[src/hw/dram_bridge_pkg.sv]
// widths, depths and shared types for the manycore DRAM bridge, used by scoped reference
`default_nettype none

package dram_bridge_pkg;

  // DRAM channel address fields
  localparam int BA_W = 2;
  localparam int BG_W = 2;
  localparam int RO_W = 10;
  localparam int CO_W = 6;
  localparam int BO_W = 2;

  localparam int CH_ADDR_W = BA_W + BG_W + RO_W + CO_W + BO_W;

  // one DMA word per request
  localparam int DATA_W = 32;

  // core reset release delay after tag programming
  localparam int RESET_DEPTH = 3;

  // buffering on the request and read-return sides
  localparam int REQ_DEPTH = 2;
  localparam int RET_DEPTH = 4;

  // cache order is ba-bg-ro-co-bo, DRAM order is ro-bg-ba-co-bo
  typedef logic [CH_ADDR_W-1:0] ch_addr_t;

  typedef logic [DATA_W-1:0] data_t;

  // holds 0 up to RET_DEPTH
  typedef logic [$clog2(RET_DEPTH+1)-1:0] ret_cnt_t;

  typedef enum logic [0:0] {
    ISSUE_IDLE,
    ISSUE_WAIT
  } issue_state_e;

endpackage

`default_nettype wire

[src/hw/mem_reset_seq.sv]
// holds the bridge in reset until tag programming is done, then releases it after a fixed delay
`default_nettype none
`timescale 1ns/1ns

module mem_reset_seq (
  input  logic   clk_i
  , input  logic rst_n_i
  , input  logic tag_done_i
  , output logic core_run_o
);

  logic [dram_bridge_pkg::RESET_DEPTH-1:0] run_chain_r;

  // any low input drops the whole chain at once
  always_ff @(posedge clk_i) begin
    if (!rst_n_i || !tag_done_i) begin
      run_chain_r <= '0;
    end else begin
      run_chain_r <= {run_chain_r[dram_bridge_pkg::RESET_DEPTH-2:0], tag_done_i};
    end
  end

  // last stage is the run level
  assign core_run_o = run_chain_r[dram_bridge_pkg::RESET_DEPTH-1];

endmodule

`default_nettype wire

[src/hw/dma_req_queue.sv]
// small circular queue that accepts vcache DMA requests and feeds the DRAM issue stage
`default_nettype none
`timescale 1ns/1ns

module dma_req_queue (
  input  logic                         clk_i
  , input  logic                       core_run_i
  , input  logic                       dma_pkt_v_i
  , input  logic                       dma_pkt_write_i
  , input  dram_bridge_pkg::ch_addr_t  dma_pkt_addr_i
  , input  dram_bridge_pkg::data_t     dma_pkt_data_i
  , output logic                       dma_pkt_yumi_o
  , output logic                       q_v_o
  , output logic                       q_write_o
  , output dram_bridge_pkg::ch_addr_t  q_addr_o
  , output dram_bridge_pkg::data_t     q_data_o
  , input  logic                       q_yumi_i
);

  logic [$clog2(dram_bridge_pkg::REQ_DEPTH)-1:0]   wr_ptr_r;
  logic [$clog2(dram_bridge_pkg::REQ_DEPTH)-1:0]   rd_ptr_r;
  logic [$clog2(dram_bridge_pkg::REQ_DEPTH+1)-1:0] count_r;

  logic                      write_mem [dram_bridge_pkg::REQ_DEPTH];
  dram_bridge_pkg::ch_addr_t addr_mem  [dram_bridge_pkg::REQ_DEPTH];
  dram_bridge_pkg::data_t    data_mem  [dram_bridge_pkg::REQ_DEPTH];

  logic full;
  logic push;
  logic pop;

  assign full = (count_r == dram_bridge_pkg::REQ_DEPTH);

  // take a request only while running and not full
  assign dma_pkt_yumi_o = dma_pkt_v_i & core_run_i & ~full;
  assign push = dma_pkt_yumi_o;

  assign q_v_o = (count_r != '0);
  assign pop = q_yumi_i & q_v_o;

  assign q_write_o = write_mem[rd_ptr_r];
  assign q_addr_o  = addr_mem[rd_ptr_r];
  assign q_data_o  = data_mem[rd_ptr_r];

  always_ff @(posedge clk_i) begin
    if (!core_run_i) begin
      wr_ptr_r <= '0;
      rd_ptr_r <= '0;
      count_r  <= '0;
    end else begin
      if (push) begin
        wr_ptr_r <= (wr_ptr_r == dram_bridge_pkg::REQ_DEPTH-1) ? '0 : wr_ptr_r + 1'b1;
      end
      if (pop) begin
        rd_ptr_r <= (rd_ptr_r == dram_bridge_pkg::REQ_DEPTH-1) ? '0 : rd_ptr_r + 1'b1;
      end
      case ({push, pop})
        2'b10:   count_r <= count_r + 1'b1;
        2'b01:   count_r <= count_r - 1'b1;
        default: count_r <= count_r;
      endcase
    end
  end

  // entry storage
  always_ff @(posedge clk_i) begin
    if (push) begin
      write_mem[wr_ptr_r] <= dma_pkt_write_i;
      addr_mem[wr_ptr_r]  <= dma_pkt_addr_i;
      data_mem[wr_ptr_r]  <= dma_pkt_data_i;
    end
  end

endmodule

`default_nettype wire

[src/hw/dram_req_issue.sv]
// takes queued requests, hashes the address into DRAM order and holds them until the DRAM accepts
`default_nettype none
`timescale 1ns/1ns

module dram_req_issue (
  input  logic                         clk_i
  , input  logic                       core_run_i
  , input  logic                       q_v_i
  , input  logic                       q_write_i
  , input  dram_bridge_pkg::ch_addr_t  q_addr_i
  , input  dram_bridge_pkg::data_t     q_data_i
  , output logic                       q_yumi_o
  , input  logic                       ret_pop_i
  , output logic                       dram_req_v_o
  , output logic                       dram_write_not_read_o
  , output dram_bridge_pkg::ch_addr_t  dram_ch_addr_o
  , output dram_bridge_pkg::data_t     dram_data_o
  , input  logic                       dram_req_yumi_i
);

  dram_bridge_pkg::issue_state_e state_r;
  dram_bridge_pkg::ret_cnt_t     rd_outstanding_r;

  // cache-order fields of the queue head
  logic [dram_bridge_pkg::BA_W-1:0] ba;
  logic [dram_bridge_pkg::BG_W-1:0] bg;
  logic [dram_bridge_pkg::RO_W-1:0] ro;
  logic [dram_bridge_pkg::CO_W-1:0] co;
  logic [dram_bridge_pkg::BO_W-1:0] bo;

  logic credit_ok;
  logic take;
  logic take_read;
  logic dram_done;

  assign {ba, bg, ro, co, bo} = q_addr_i;

  // reads wait for a free slot in the return buffer
  assign credit_ok = (rd_outstanding_r != dram_bridge_pkg::ret_cnt_t'(dram_bridge_pkg::RET_DEPTH));

  assign take      = (state_r == dram_bridge_pkg::ISSUE_IDLE) & q_v_i & (q_write_i | credit_ok);
  assign take_read = take & ~q_write_i;
  assign q_yumi_o  = take;

  assign dram_req_v_o = (state_r == dram_bridge_pkg::ISSUE_WAIT);
  assign dram_done    = dram_req_v_o & dram_req_yumi_i;

  always_ff @(posedge clk_i) begin
    if (!core_run_i) begin
      state_r <= dram_bridge_pkg::ISSUE_IDLE;
    end else begin
      unique case (state_r)
        dram_bridge_pkg::ISSUE_IDLE: begin
          if (take) begin
            state_r <= dram_bridge_pkg::ISSUE_WAIT;
          end
        end
        dram_bridge_pkg::ISSUE_WAIT: begin
          if (dram_done) begin
            state_r <= dram_bridge_pkg::ISSUE_IDLE;
          end
        end
        default: state_r <= dram_bridge_pkg::ISSUE_IDLE;
      endcase
    end
  end

  // reads issued and not yet popped by the cache
  always_ff @(posedge clk_i) begin
    if (!core_run_i) begin
      rd_outstanding_r <= '0;
    end else begin
      case ({take_read, ret_pop_i})
        2'b10:   rd_outstanding_r <= rd_outstanding_r + 1'b1;
        2'b01:   rd_outstanding_r <= rd_outstanding_r - 1'b1;
        default: rd_outstanding_r <= rd_outstanding_r;
      endcase
    end
  end

  // request register, DRAM wants ro-bg-ba-co-bo
  always_ff @(posedge clk_i) begin
    if (take) begin
      dram_write_not_read_o <= q_write_i;
      dram_ch_addr_o        <= {ro, bg, ba, co, bo};
      dram_data_o           <= q_data_i;
    end
  end

endmodule

`default_nettype wire

[src/hw/dram_read_return.sv]
// buffers DRAM read completions and hands them back to the cache in cache address order
`default_nettype none
`timescale 1ns/1ns

module dram_read_return (
  input  logic                         clk_i
  , input  logic                       core_run_i
  , input  logic                       dram_data_v_i
  , input  dram_bridge_pkg::data_t     dram_data_i
  , input  dram_bridge_pkg::ch_addr_t  dram_read_addr_i
  , output logic                       dma_data_v_o
  , output dram_bridge_pkg::data_t     dma_data_o
  , output dram_bridge_pkg::ch_addr_t  dma_data_addr_o
  , input  logic                       dma_data_yumi_i
  , output logic                       ret_pop_o
);

  logic [$clog2(dram_bridge_pkg::RET_DEPTH)-1:0] wr_ptr_r;
  logic [$clog2(dram_bridge_pkg::RET_DEPTH)-1:0] rd_ptr_r;
  dram_bridge_pkg::ret_cnt_t                     count_r;

  dram_bridge_pkg::data_t    data_mem [dram_bridge_pkg::RET_DEPTH];
  dram_bridge_pkg::ch_addr_t addr_mem [dram_bridge_pkg::RET_DEPTH];

  // DRAM-order fields of the completion address
  logic [dram_bridge_pkg::RO_W-1:0] ro;
  logic [dram_bridge_pkg::BG_W-1:0] bg;
  logic [dram_bridge_pkg::BA_W-1:0] ba;
  logic [dram_bridge_pkg::CO_W-1:0] co;
  logic [dram_bridge_pkg::BO_W-1:0] bo;

  logic push;
  logic pop;

  assign {ro, bg, ba, co, bo} = dram_read_addr_i;

  // no back-pressure toward DRAM, issue credits keep room free
  assign push = dram_data_v_i;

  assign dma_data_v_o    = (count_r != '0);
  assign dma_data_o      = data_mem[rd_ptr_r];
  assign dma_data_addr_o = addr_mem[rd_ptr_r];

  assign pop       = dma_data_yumi_i & dma_data_v_o;
  assign ret_pop_o = pop;

  always_ff @(posedge clk_i) begin
    if (!core_run_i) begin
      wr_ptr_r <= '0;
      rd_ptr_r <= '0;
      count_r  <= '0;
    end else begin
      if (push) begin
        wr_ptr_r <= (wr_ptr_r == dram_bridge_pkg::RET_DEPTH-1) ? '0 : wr_ptr_r + 1'b1;
      end
      if (pop) begin
        rd_ptr_r <= (rd_ptr_r == dram_bridge_pkg::RET_DEPTH-1) ? '0 : rd_ptr_r + 1'b1;
      end
      case ({push, pop})
        2'b10:   count_r <= count_r + 1'b1;
        2'b01:   count_r <= count_r - 1'b1;
        default: count_r <= count_r;
      endcase
    end
  end

  // stored back in ba-bg-ro-co-bo for the cache
  always_ff @(posedge clk_i) begin
    if (push) begin
      data_mem[wr_ptr_r] <= dram_data_i;
      addr_mem[wr_ptr_r] <= {ba, bg, ro, co, bo};
    end
  end

endmodule

`default_nettype wire

[src/hw/manycore_dram_bridge.sv]
// top of the vcache DMA to DRAM channel bridge, instantiated by the harness or testbench
`default_nettype none
`timescale 1ns/1ns

module manycore_dram_bridge (
  input  logic                         clk_i
  , input  logic                       rst_n_i
  , input  logic                       tag_done_i
  , output logic                       ready_o

  // vcache DMA request side
  , input  logic                       dma_pkt_v_i
  , input  logic                       dma_pkt_write_i
  , input  dram_bridge_pkg::ch_addr_t  dma_pkt_addr_i
  , input  dram_bridge_pkg::data_t     dma_pkt_data_i
  , output logic                       dma_pkt_yumi_o

  // DRAM channel
  , output logic                       dram_req_v_o
  , output logic                       dram_write_not_read_o
  , output dram_bridge_pkg::ch_addr_t  dram_ch_addr_o
  , output dram_bridge_pkg::data_t     dram_data_o
  , input  logic                       dram_req_yumi_i
  , input  logic                       dram_data_v_i
  , input  dram_bridge_pkg::data_t     dram_data_i
  , input  dram_bridge_pkg::ch_addr_t  dram_read_addr_i

  // read data back to the vcache
  , output logic                       dma_data_v_o
  , output dram_bridge_pkg::data_t     dma_data_o
  , output dram_bridge_pkg::ch_addr_t  dma_data_addr_o
  , input  logic                       dma_data_yumi_i
);

  logic                      core_run;
  logic                      q_v;
  logic                      q_write;
  dram_bridge_pkg::ch_addr_t q_addr;
  dram_bridge_pkg::data_t    q_data;
  logic                      q_yumi;
  logic                      ret_pop;

  mem_reset_seq reset_seq (
    .clk_i(clk_i)
    ,.rst_n_i(rst_n_i)
    ,.tag_done_i(tag_done_i)
    ,.core_run_o(core_run)
  );

  assign ready_o = core_run;

  dma_req_queue req_queue (
    .clk_i(clk_i)
    ,.core_run_i(core_run)
    ,.dma_pkt_v_i(dma_pkt_v_i)
    ,.dma_pkt_write_i(dma_pkt_write_i)
    ,.dma_pkt_addr_i(dma_pkt_addr_i)
    ,.dma_pkt_data_i(dma_pkt_data_i)
    ,.dma_pkt_yumi_o(dma_pkt_yumi_o)
    ,.q_v_o(q_v)
    ,.q_write_o(q_write)
    ,.q_addr_o(q_addr)
    ,.q_data_o(q_data)
    ,.q_yumi_i(q_yumi)
  );

  dram_req_issue req_issue (
    .clk_i(clk_i)
    ,.core_run_i(core_run)
    ,.q_v_i(q_v)
    ,.q_write_i(q_write)
    ,.q_addr_i(q_addr)
    ,.q_data_i(q_data)
    ,.q_yumi_o(q_yumi)
    ,.ret_pop_i(ret_pop)
    ,.dram_req_v_o(dram_req_v_o)
    ,.dram_write_not_read_o(dram_write_not_read_o)
    ,.dram_ch_addr_o(dram_ch_addr_o)
    ,.dram_data_o(dram_data_o)
    ,.dram_req_yumi_i(dram_req_yumi_i)
  );

  dram_read_return read_return (
    .clk_i(clk_i)
    ,.core_run_i(core_run)
    ,.dram_data_v_i(dram_data_v_i)
    ,.dram_data_i(dram_data_i)
    ,.dram_read_addr_i(dram_read_addr_i)
    ,.dma_data_v_o(dma_data_v_o)
    ,.dma_data_o(dma_data_o)
    ,.dma_data_addr_o(dma_data_addr_o)
    ,.dma_data_yumi_i(dma_data_yumi_i)
    ,.ret_pop_o(ret_pop)
  );

endmodule

`default_nettype wire

[config.mk]
export PLATFORM = sky130hd
export DESIGN_NAME = manycore_dram_bridge
export DESIGN_NICKNAME = d
export VERILOG_FILES = /design/src/hw/dram_bridge_pkg.sv /design/src/hw/mem_reset_seq.sv /design/src/hw/dma_req_queue.sv /design/src/hw/dram_req_issue.sv /design/src/hw/dram_read_return.sv /design/src/hw/manycore_dram_bridge.sv
export SDC_FILE = /design/constraint.sdc
export NUM_CORES = 1
export LEC_CHECK = 0
export BUFFER_PORTS_ARGS = -buffer_cell sky130_fd_sc_hd__clkbuf_2
export CORE_ASPECT_RATIO = 1.1
export CORE_MARGIN = 2
export CORE_UTILIZATION = 55
export CTS_CLUSTER_DIAMETER = 120
export DETAILED_ROUTE_END_ITERATION = 7
export PLACE_DENSITY = 0.78
export SKIP_LAST_GASP = 1
export SYNTH_ARGS = -nofsm -noshare
export SYNTH_HDL_FRONTEND = slang
export SYNTH_SLANG_ARGS = --single-unit
[constraint.sdc]
create_clock -name clk_i -period 16.15 [get_ports clk_i]
set_input_delay 3.23 -clock clk_i [delete_from_list [all_inputs] [get_ports clk_i]]
set_output_delay 3.23 -clock clk_i [all_outputs]
set_load 0.02 [all_outputs]
==> results.py, run 1 <==
metrics = {
    "outcome": {
        "status": "finished clean",
    },
    "clocking": {
        "clock-sinks": 402,
        "post-cts-setup-buffers": 0,
        "root_buffer": "clkbuf_16",
        "hold_buffers": 0,
        "cts_resized": 0,
        "cts_tree": "done",
        "numCtsBuffers": 40,
        "cts-htree-levels": 2,
        "clkLatencyLatePin_ps": 510,
        "clkTransAtPathRegs_ps": 60,
        "cts.path.max_buffers": 3,
    },
    "power_and_ir_drop": {
        "internal_power_mw": 1.68,
        "switchingPower_mw": 0.393,
        "pwr-share-comb": 0.026,
        "power_density_mw_per_mm2": 120,
        "p_clk_frac": 0.420,
        "irDropWorstVdd_mv": 0.107,
        "finalPower_mw": 2.07,
        "power_switching_share": 0.189,
        "leakage_nw": 5.96,
        "p_seq_frac": 0.554,
    },
    "global_route": {
        "grt_pass1_vias": 7163,
        "antenna_found_initial": 1,
        "busiest_layer": "met2",
        "grt_max_degree": 57,
        "grtUsageTotal": 0.187,
        "grt_pass1_wl_microns": 38900,
        "use_met3": 0.0838,
        "overflow": 0,
        "use_met1": 0.228,
        "use_met2": 0.303,
    },
    "yosys": {
        "yosys_register_bits": 402,
        "yosysMostFrequentCell": "edfxtp_1",
        "netlist_top_cells_area": "edfxtp_1 (79%), mux4_2 (8.4%), mux2_2 (4.2%)",
        "synth_area_sq_mm": 0.0144,
        "synth_edf_count": 381,
        "synth_top_area_cell": "edfxtp_1",
        "synthesis.area_per_instance_sq_um": 23.3,
        "synth_top_area_share": 0.794,
        "yosys_warnings": 0,
        "ys.flop_type": "edfxtp_1",
        "synthTopCellsByCount": "edfxtp_1 (381), mux2_2 (54), mux4_2 (54)",
        "synth_cell_types": 31,
        "syn_nets": 744,
        "ys_seq_area_frac": 0.823,
        "synth_cells": 618,
        "async_flop_share": 0,
    },
    "drt": {
        "first_iter_violations": 380,
        "num_vias": 6741,
        "drc": 0,
        "wl_microns": 25600,
        "drtPass1Iterations": 4,
        "ant_nets": 0,
        "wl_per_cell_microns": 20.3,
        "post_drt_via_cell_ratio": 5.35,
    },
    "worst_setup_path": {
        "cpMaxStageDelayCell": "or2_2",
        "r2r_cells": 9,
        "cp_common_cell": "clkbuf_2",
        "path_class": "input pin to output pin",
        "critPathMaxFanout": 3,
        "startpoint_type": "input pin",
        "path_cells": "clkbuf_2 -> nand2_1 -> or2_2 -> inv_1 -> clkbuf_2",
        "rrSetupSlack_ps": 13890,
        "r2r-start": "req_issue.rd_outstanding_r[0]",
        "crit_arrival_ps": 3930,
        "cp.required_ps": 12920,
        "crit_path_max_incr_delay_ps": 350,
        "regToRegEndpoint": "req_issue.rd_outstanding_r[2]",
        "cp-end-kind": "output pin",
    },
    "sta": {
        "skew_ps": 12.7,
        "finalCritPeriodShare": 0.443,
        "setup_tns_ps": 0,
        "rsz0062_at_grt": "false",
        "max_freq_mhz": 140,
        "setup_ws_ps": 8990,
        "maxSlewViolCount": 0,
        "hold_viol": 0,
        "worst_pin_slew_ps": 830,
        "finalSetupViolCount": 0,
        "min_period_ps": 7160,
        "whs_ps": 463,
        "slew_headroom": 0.447,
    },
    "finish": {
        "finish.utilization": 0.665,
        "stdcell_count": 1259,
        "drive_above_1_share": 0.459,
        "nets": 1005,
        "design_area_sq_mm": 0.0172,
        "fill_cells": 1739,
        "syn_to_final_growth_pct": 19.5,
        "diodes": 0,
    },
    "die": {
        "core_sq_mm": 0.0259,
        "die-area_sq_mm": 0.0275,
        "die_x_microns": 158,
        "ios": 229,
        "fp.dieH_microns": 174,
        "initial_core_util": 0.556,
        "std_cell_rows": 62,
    },
    "min_path": {
        "worstHoldPathCells": 1,
        "min_from": "reset_seq.run_chain_r[0]",
        "hold_class": "register to register",
        "min_to": "reset_seq.run_chain_r[1]",
    },
    "placement": {
        "dp_hpwl_microns": 15200,
        "gp_congestion": 0.722,
        "dpl-instance-area_sq_mm": 0.0160,
        "io_buffers": 228,
        "preCtsSetupSlack_ps": 8990,
        "place_inst": 1189,
    },
    "flow_run": {
        "maxCapViolCount": 0,
    },
}
## cell type report
| class | count | area [sq um] | share of cell area |
|---|---|---|---|
| Clock buffer | 51 | 1140 | 0.0659 |
| Clock inverter | 19 | 113 | 0.00654 |
| Inverter | 15 | 56.3 | 0.00327 |
| Multi-Input combinational cell | 182 | 2400 | 0.139 |
| Sequential cell | 402 | 11900 | 0.689 |
| Tap cell | 352 | 440 | 0.0256 |
| Timing Repair Buffer | 238 | 1220 | 0.0706 |
## power by group through the flow
stage / clock [mW] / sequential, mW / combinational [mW]
finish: 0.870 / 1.15 / 0.0532
global route: 0.933 / 1.15 / 0.0576
CTS: 0.893 / 1.15 / 0.0537
detailed placement: 0 / 1.17 / 0.0532
global placement: 0 / 1.17 / 0.0508
floorplan: 0 / 1.17 / 0.0219
## logic make-up after synthesis
kind of cell	Yosys count	share of synthesized area
simple gates	37	0.0130
flops	402	0.823
buf+inv	34	0.0130
mux	113	0.130
compound gates	16	0.00764
xor+xnor	6	0.00364
fa+ha+maj	10	0.00972
## cell usage in the layout (no fill, tap or decap), types with 7 or more instances in the layout
master,instances
mux2_2,54
nor2_1,11
clkbuf_2,228
buf_4,10
inv_1,14
dfxtp_1,18
clkbuf_16,43
mux4_2,54
edfxtp_1,381
a21oi_1,8
ha_1,8
or3_1,7
clkinv_1,9
clkinv_2,8
## worst max path at each step
| stage | slack (ps) | startpoint | endpoint | depth (start not counted) |
|---|---|---|---|---|
| after global routing | 8930 | dma_pkt_v_i | dma_pkt_yumi_o | 5 |
| after CTS | 8990 | dma_pkt_v_i | dma_pkt_yumi_o | 5 |
| after global placement | 8990 | dma_pkt_v_i | dma_pkt_yumi_o | 5 |
| after floorplan | 9170 | dma_pkt_v_i | dma_pkt_yumi_o | 3 |
| after detailed placement | 8990 | dma_pkt_v_i | dma_pkt_yumi_o | 5 |
| final | 8990 | dma_pkt_v_i | dma_pkt_yumi_o | 5 |
## registers in the layout, summed over array words and instances, names as in the netlist, named ones only
signal	count
read_return.count_r	3
read_return.wr_ptr_r	2
req_queue.addr_mem	44
req_issue.rd_outstanding_r	3
read_return.addr_mem	88
read_return.data_mem	128
req_issue.dram_data_o	32
read_return.rd_ptr_r	2
req_queue.write_mem	2
req_issue.dram_write_not_read_o	1
req_queue.data_mem	64
req_issue.dram_req_v_o	1
req_queue.rd_ptr_r	1
req_queue.wr_ptr_r	1
req_queue.count_r	2
req_issue.dram_ch_addr_o	22
reset_seq.run_chain_r	3
## routing by layer
metal	vias to the layer above	share of wire
met5	-	0.00063
met4	2	0.024
met3	52	0.11
met2	253	0.48
met1	3401	0.38
li1	3033	-
## worst max-delay path: cells and delay by family
kind,cells,cell delay (ps)
buffers and inverters,3,280
AND/OR/NAND/NOR,2,410
Note: power is estimated with default switching activity, not from simulation.
==> run 2, diff against run 1 <==
Settings changed: CORE_UTILIZATION 55 to 51, PLACE_DENSITY 0.78 to 0.76.
Clock period 16.15 ns to 6 ns, I/O delays scaled along.
==> run 2 against run 1 <==
Net effect: non-clock buffer count stayed put; first-iteration DRC count is 44% higher; critical path depth is 2 lower; clock-buffer cell count is 1 lower; combinational power grew to 2.7 times the previous value; setup slack worse by 6800 ps; flip-flop and latch count stayed put; clock skew is 5.2 ps higher; cell area is 0.41% higher; die area is 7.6% higher; critical endpoint is now dma_data_addr_o[10]; highest routed layer unchanged.
==> results.py, run 2 (synthesis results as in run 1) <==
metrics = {
    "die": {
        "die_x_microns": 164,
        "initial_core_util": 0.519,
        "fp.dieH_microns": 180,
        "ios": 229,
        "std_cell_rows": 64,
        "core_sq_mm": 0.0278,
        "die-area_sq_mm": 0.0296,
    },
    "worst_setup_path": {
        "cp-end-kind": "output pin",
        "path_class": "register to output pin",
        "regToRegEndpoint": "req_queue.data_mem[1][21]",
        "critPathMaxFanout": 36,
        "cpMaxStageDelayCell": "dfxtp_4",
        "startpoint_type": "register",
        "r2r_cells": 4,
        "crit_path_max_incr_delay_ps": 850,
        "crit_arrival_ps": 2620,
        "path_cells": "buf_4 -> mux4_2 -> clkbuf_2",
        "rrSetupSlack_ps": 3560,
        "cp.required_ps": 4800,
        "endpoint": "dma_data_addr_o[10]",
        "r2r-start": "reset_seq.run_chain_r[2]",
    },
    "finish": {
        "finish.utilization": 0.623,
        "reg_top3": "read_return.data_mem: 128 flops, read_return.addr_mem: 88 flops, req_queue.data_mem: 64 flops",
        "top_register": "read_return.data_mem",
        "final_cell_mix": "edfxtp_1 (381), clkbuf_2 (228), mux2_2 (54), mux4_2 (54), clkbuf_16 (40)",
        "fill_cells": 1865,
        "nets": 1004,
        "largest_register_ffs": 128,
        "drive_above_1_share": 0.456,
        "final_common_cell": "edfxtp_1",
        "syn_to_final_growth_pct": 20.0,
        "design_area_sq_mm": 0.0173,
    },
    "sta": {
        "skew_ps": 17.9,
        "worst_pin_slew_ps": 807,
        "min_period_ps": 3820,
        "maxSlewViolCount": 0,
        "finalCritPeriodShare": 0.637,
        "slew_headroom": 0.462,
        "setup_tns_ps": 0,
        "whs_ps": 481,
        "finalSetupViolCount": 0,
        "hold_viol": 0,
        "rsz0062_at_grt": "false",
        "max_freq_mhz": 261,
    },
    "min_path": {
        "hold_class": "register to register",
    },
    "placement": {
        "gp_congestion": 0.711,
        "dpl-instance-area_sq_mm": 0.0160,
        "io_buffers": 228,
        "dp_hpwl_microns": 16400,
    },
    "clocking": {
        "clkTransAtPathRegs_ps": 60,
        "post-cts-setup-buffers": 0,
        "cts_resized": 0,
        "numCtsBuffers": 39,
        "root_buffer": "clkbuf_16",
        "clock-sinks": 402,
        "hold_buffers": 0,
        "cts_tree": "done",
        "cts-htree-levels": 2,
        "clkLatencyLatePin_ps": 510,
        "cts.path.max_buffers": 3,
    },
    "power_and_ir_drop": {
        "pwr-share-comb": 0.025,
        "switchingPower_mw": 1.06,
        "p_clk_frac": 0.432,
        "power_switching_share": 0.186,
        "finalPower_mw": 5.69,
        "p_seq_frac": 0.543,
        "leakage_nw": 5.97,
        "internal_power_mw": 4.63,
        "power_density_mw_per_mm2": 329,
        "irDropWorstVdd_mv": 0.268,
    },
    "global_route": {
        "grtUsageTotal": 0.175,
        "antenna_found_initial": 4,
        "grt_pass1_wl_microns": 39700,
        "grt_pass1_vias": 7112,
        "grt_max_degree": 56,
        "overflow": 0,
    },
    "drt": {
        "drc": 0,
        "post_drt_via_cell_ratio": 5.30,
        "num_vias": 6746,
        "ant_nets": 0,
        "wl_per_cell_microns": 20.4,
        "first_iter_violations": 549,
        "wl_microns": 25900,
        "drtPass1Iterations": 5,
    },
    "flow_run": {
        "maxCapViolCount": 0,
    },
    "outcome": {
        "status": "finished clean",
    },
}
## run 2: worst max-delay path: cells and delay by family, from the launching register on
| kind | cells | cell delay, ps |
|---|---|---|
| buffers and inverters | 2 | 660 |
| multiplexers | 1 | 560 |
| flip-flops | 1 | 850 |
## run 2: power groups by stage
stage | registers, mW | clock network [mW] | logic (mW)
6_report | 3.09 | 2.46 | 0.143
5_1_grt | 3.09 | 2.62 | 0.156
4_1_cts | 3.09 | 2.51 | 0.145
3_5_place_dp | 3.15 | 0 | 0.144
3_3_place_gp | 3.15 | 0 | 0.139
2_1_floorplan | 3.15 | 0 | 0.0590
## run 2: cell type report
| cell class | count | area (sq um) | area share |
|---|---|---|---|
| inverter | 15 | 56.3 | 0.00325 |
| multi-input combinational | 182 | 2400 | 0.139 |
| antenna | 2 | 5.00 | 0.000289 |
| clock inverter | 21 | 262 | 0.0151 |
| tap | 363 | 454 | 0.0263 |
| clock buffer | 50 | 1040 | 0.0600 |
| timing repair buffer | 238 | 1220 | 0.0703 |
| sequential | 402 | 11900 | 0.686 |
## run 2: worst min path at each step
stage	from	end	depth (start not counted)
floorplan	reset_seq.run_chain_r[0]	reset_seq.run_chain_r[1]	1
global placement	reset_seq.run_chain_r[0]	reset_seq.run_chain_r[1]	1
detailed placement	reset_seq.run_chain_r[1]	reset_seq.run_chain_r[2]	1
CTS	reset_seq.run_chain_r[1]	reset_seq.run_chain_r[2]	1
global route	reset_seq.run_chain_r[0]	reset_seq.run_chain_r[1]	1
finish	reset_seq.run_chain_r[1]	reset_seq.run_chain_r[2]	1
## run 2: per-layer routing
layer	vias up	routed length (microns)	global-route usage	share of wire
met5	-	27	0	0.0010
met4	4	513	0.0456	0.020
met3	38	2650	0.0700	0.10
met2	265	12600	0.285	0.49
met1	3390	10100	0.220	0.39
li1	3049	-	-	-
## run 2: per-stage QoR
| step | cells | worst slack [ps] |
|---|---|---|
| final | 1273 | 2180 |
| after global routing | 1272 | 1950 |
| after CTS | 1271 | 2080 |
| after detailed placement | 1200 | 2630 |
| after global placement | 1200 | 2640 |
| after floorplan | 618 | 434 |
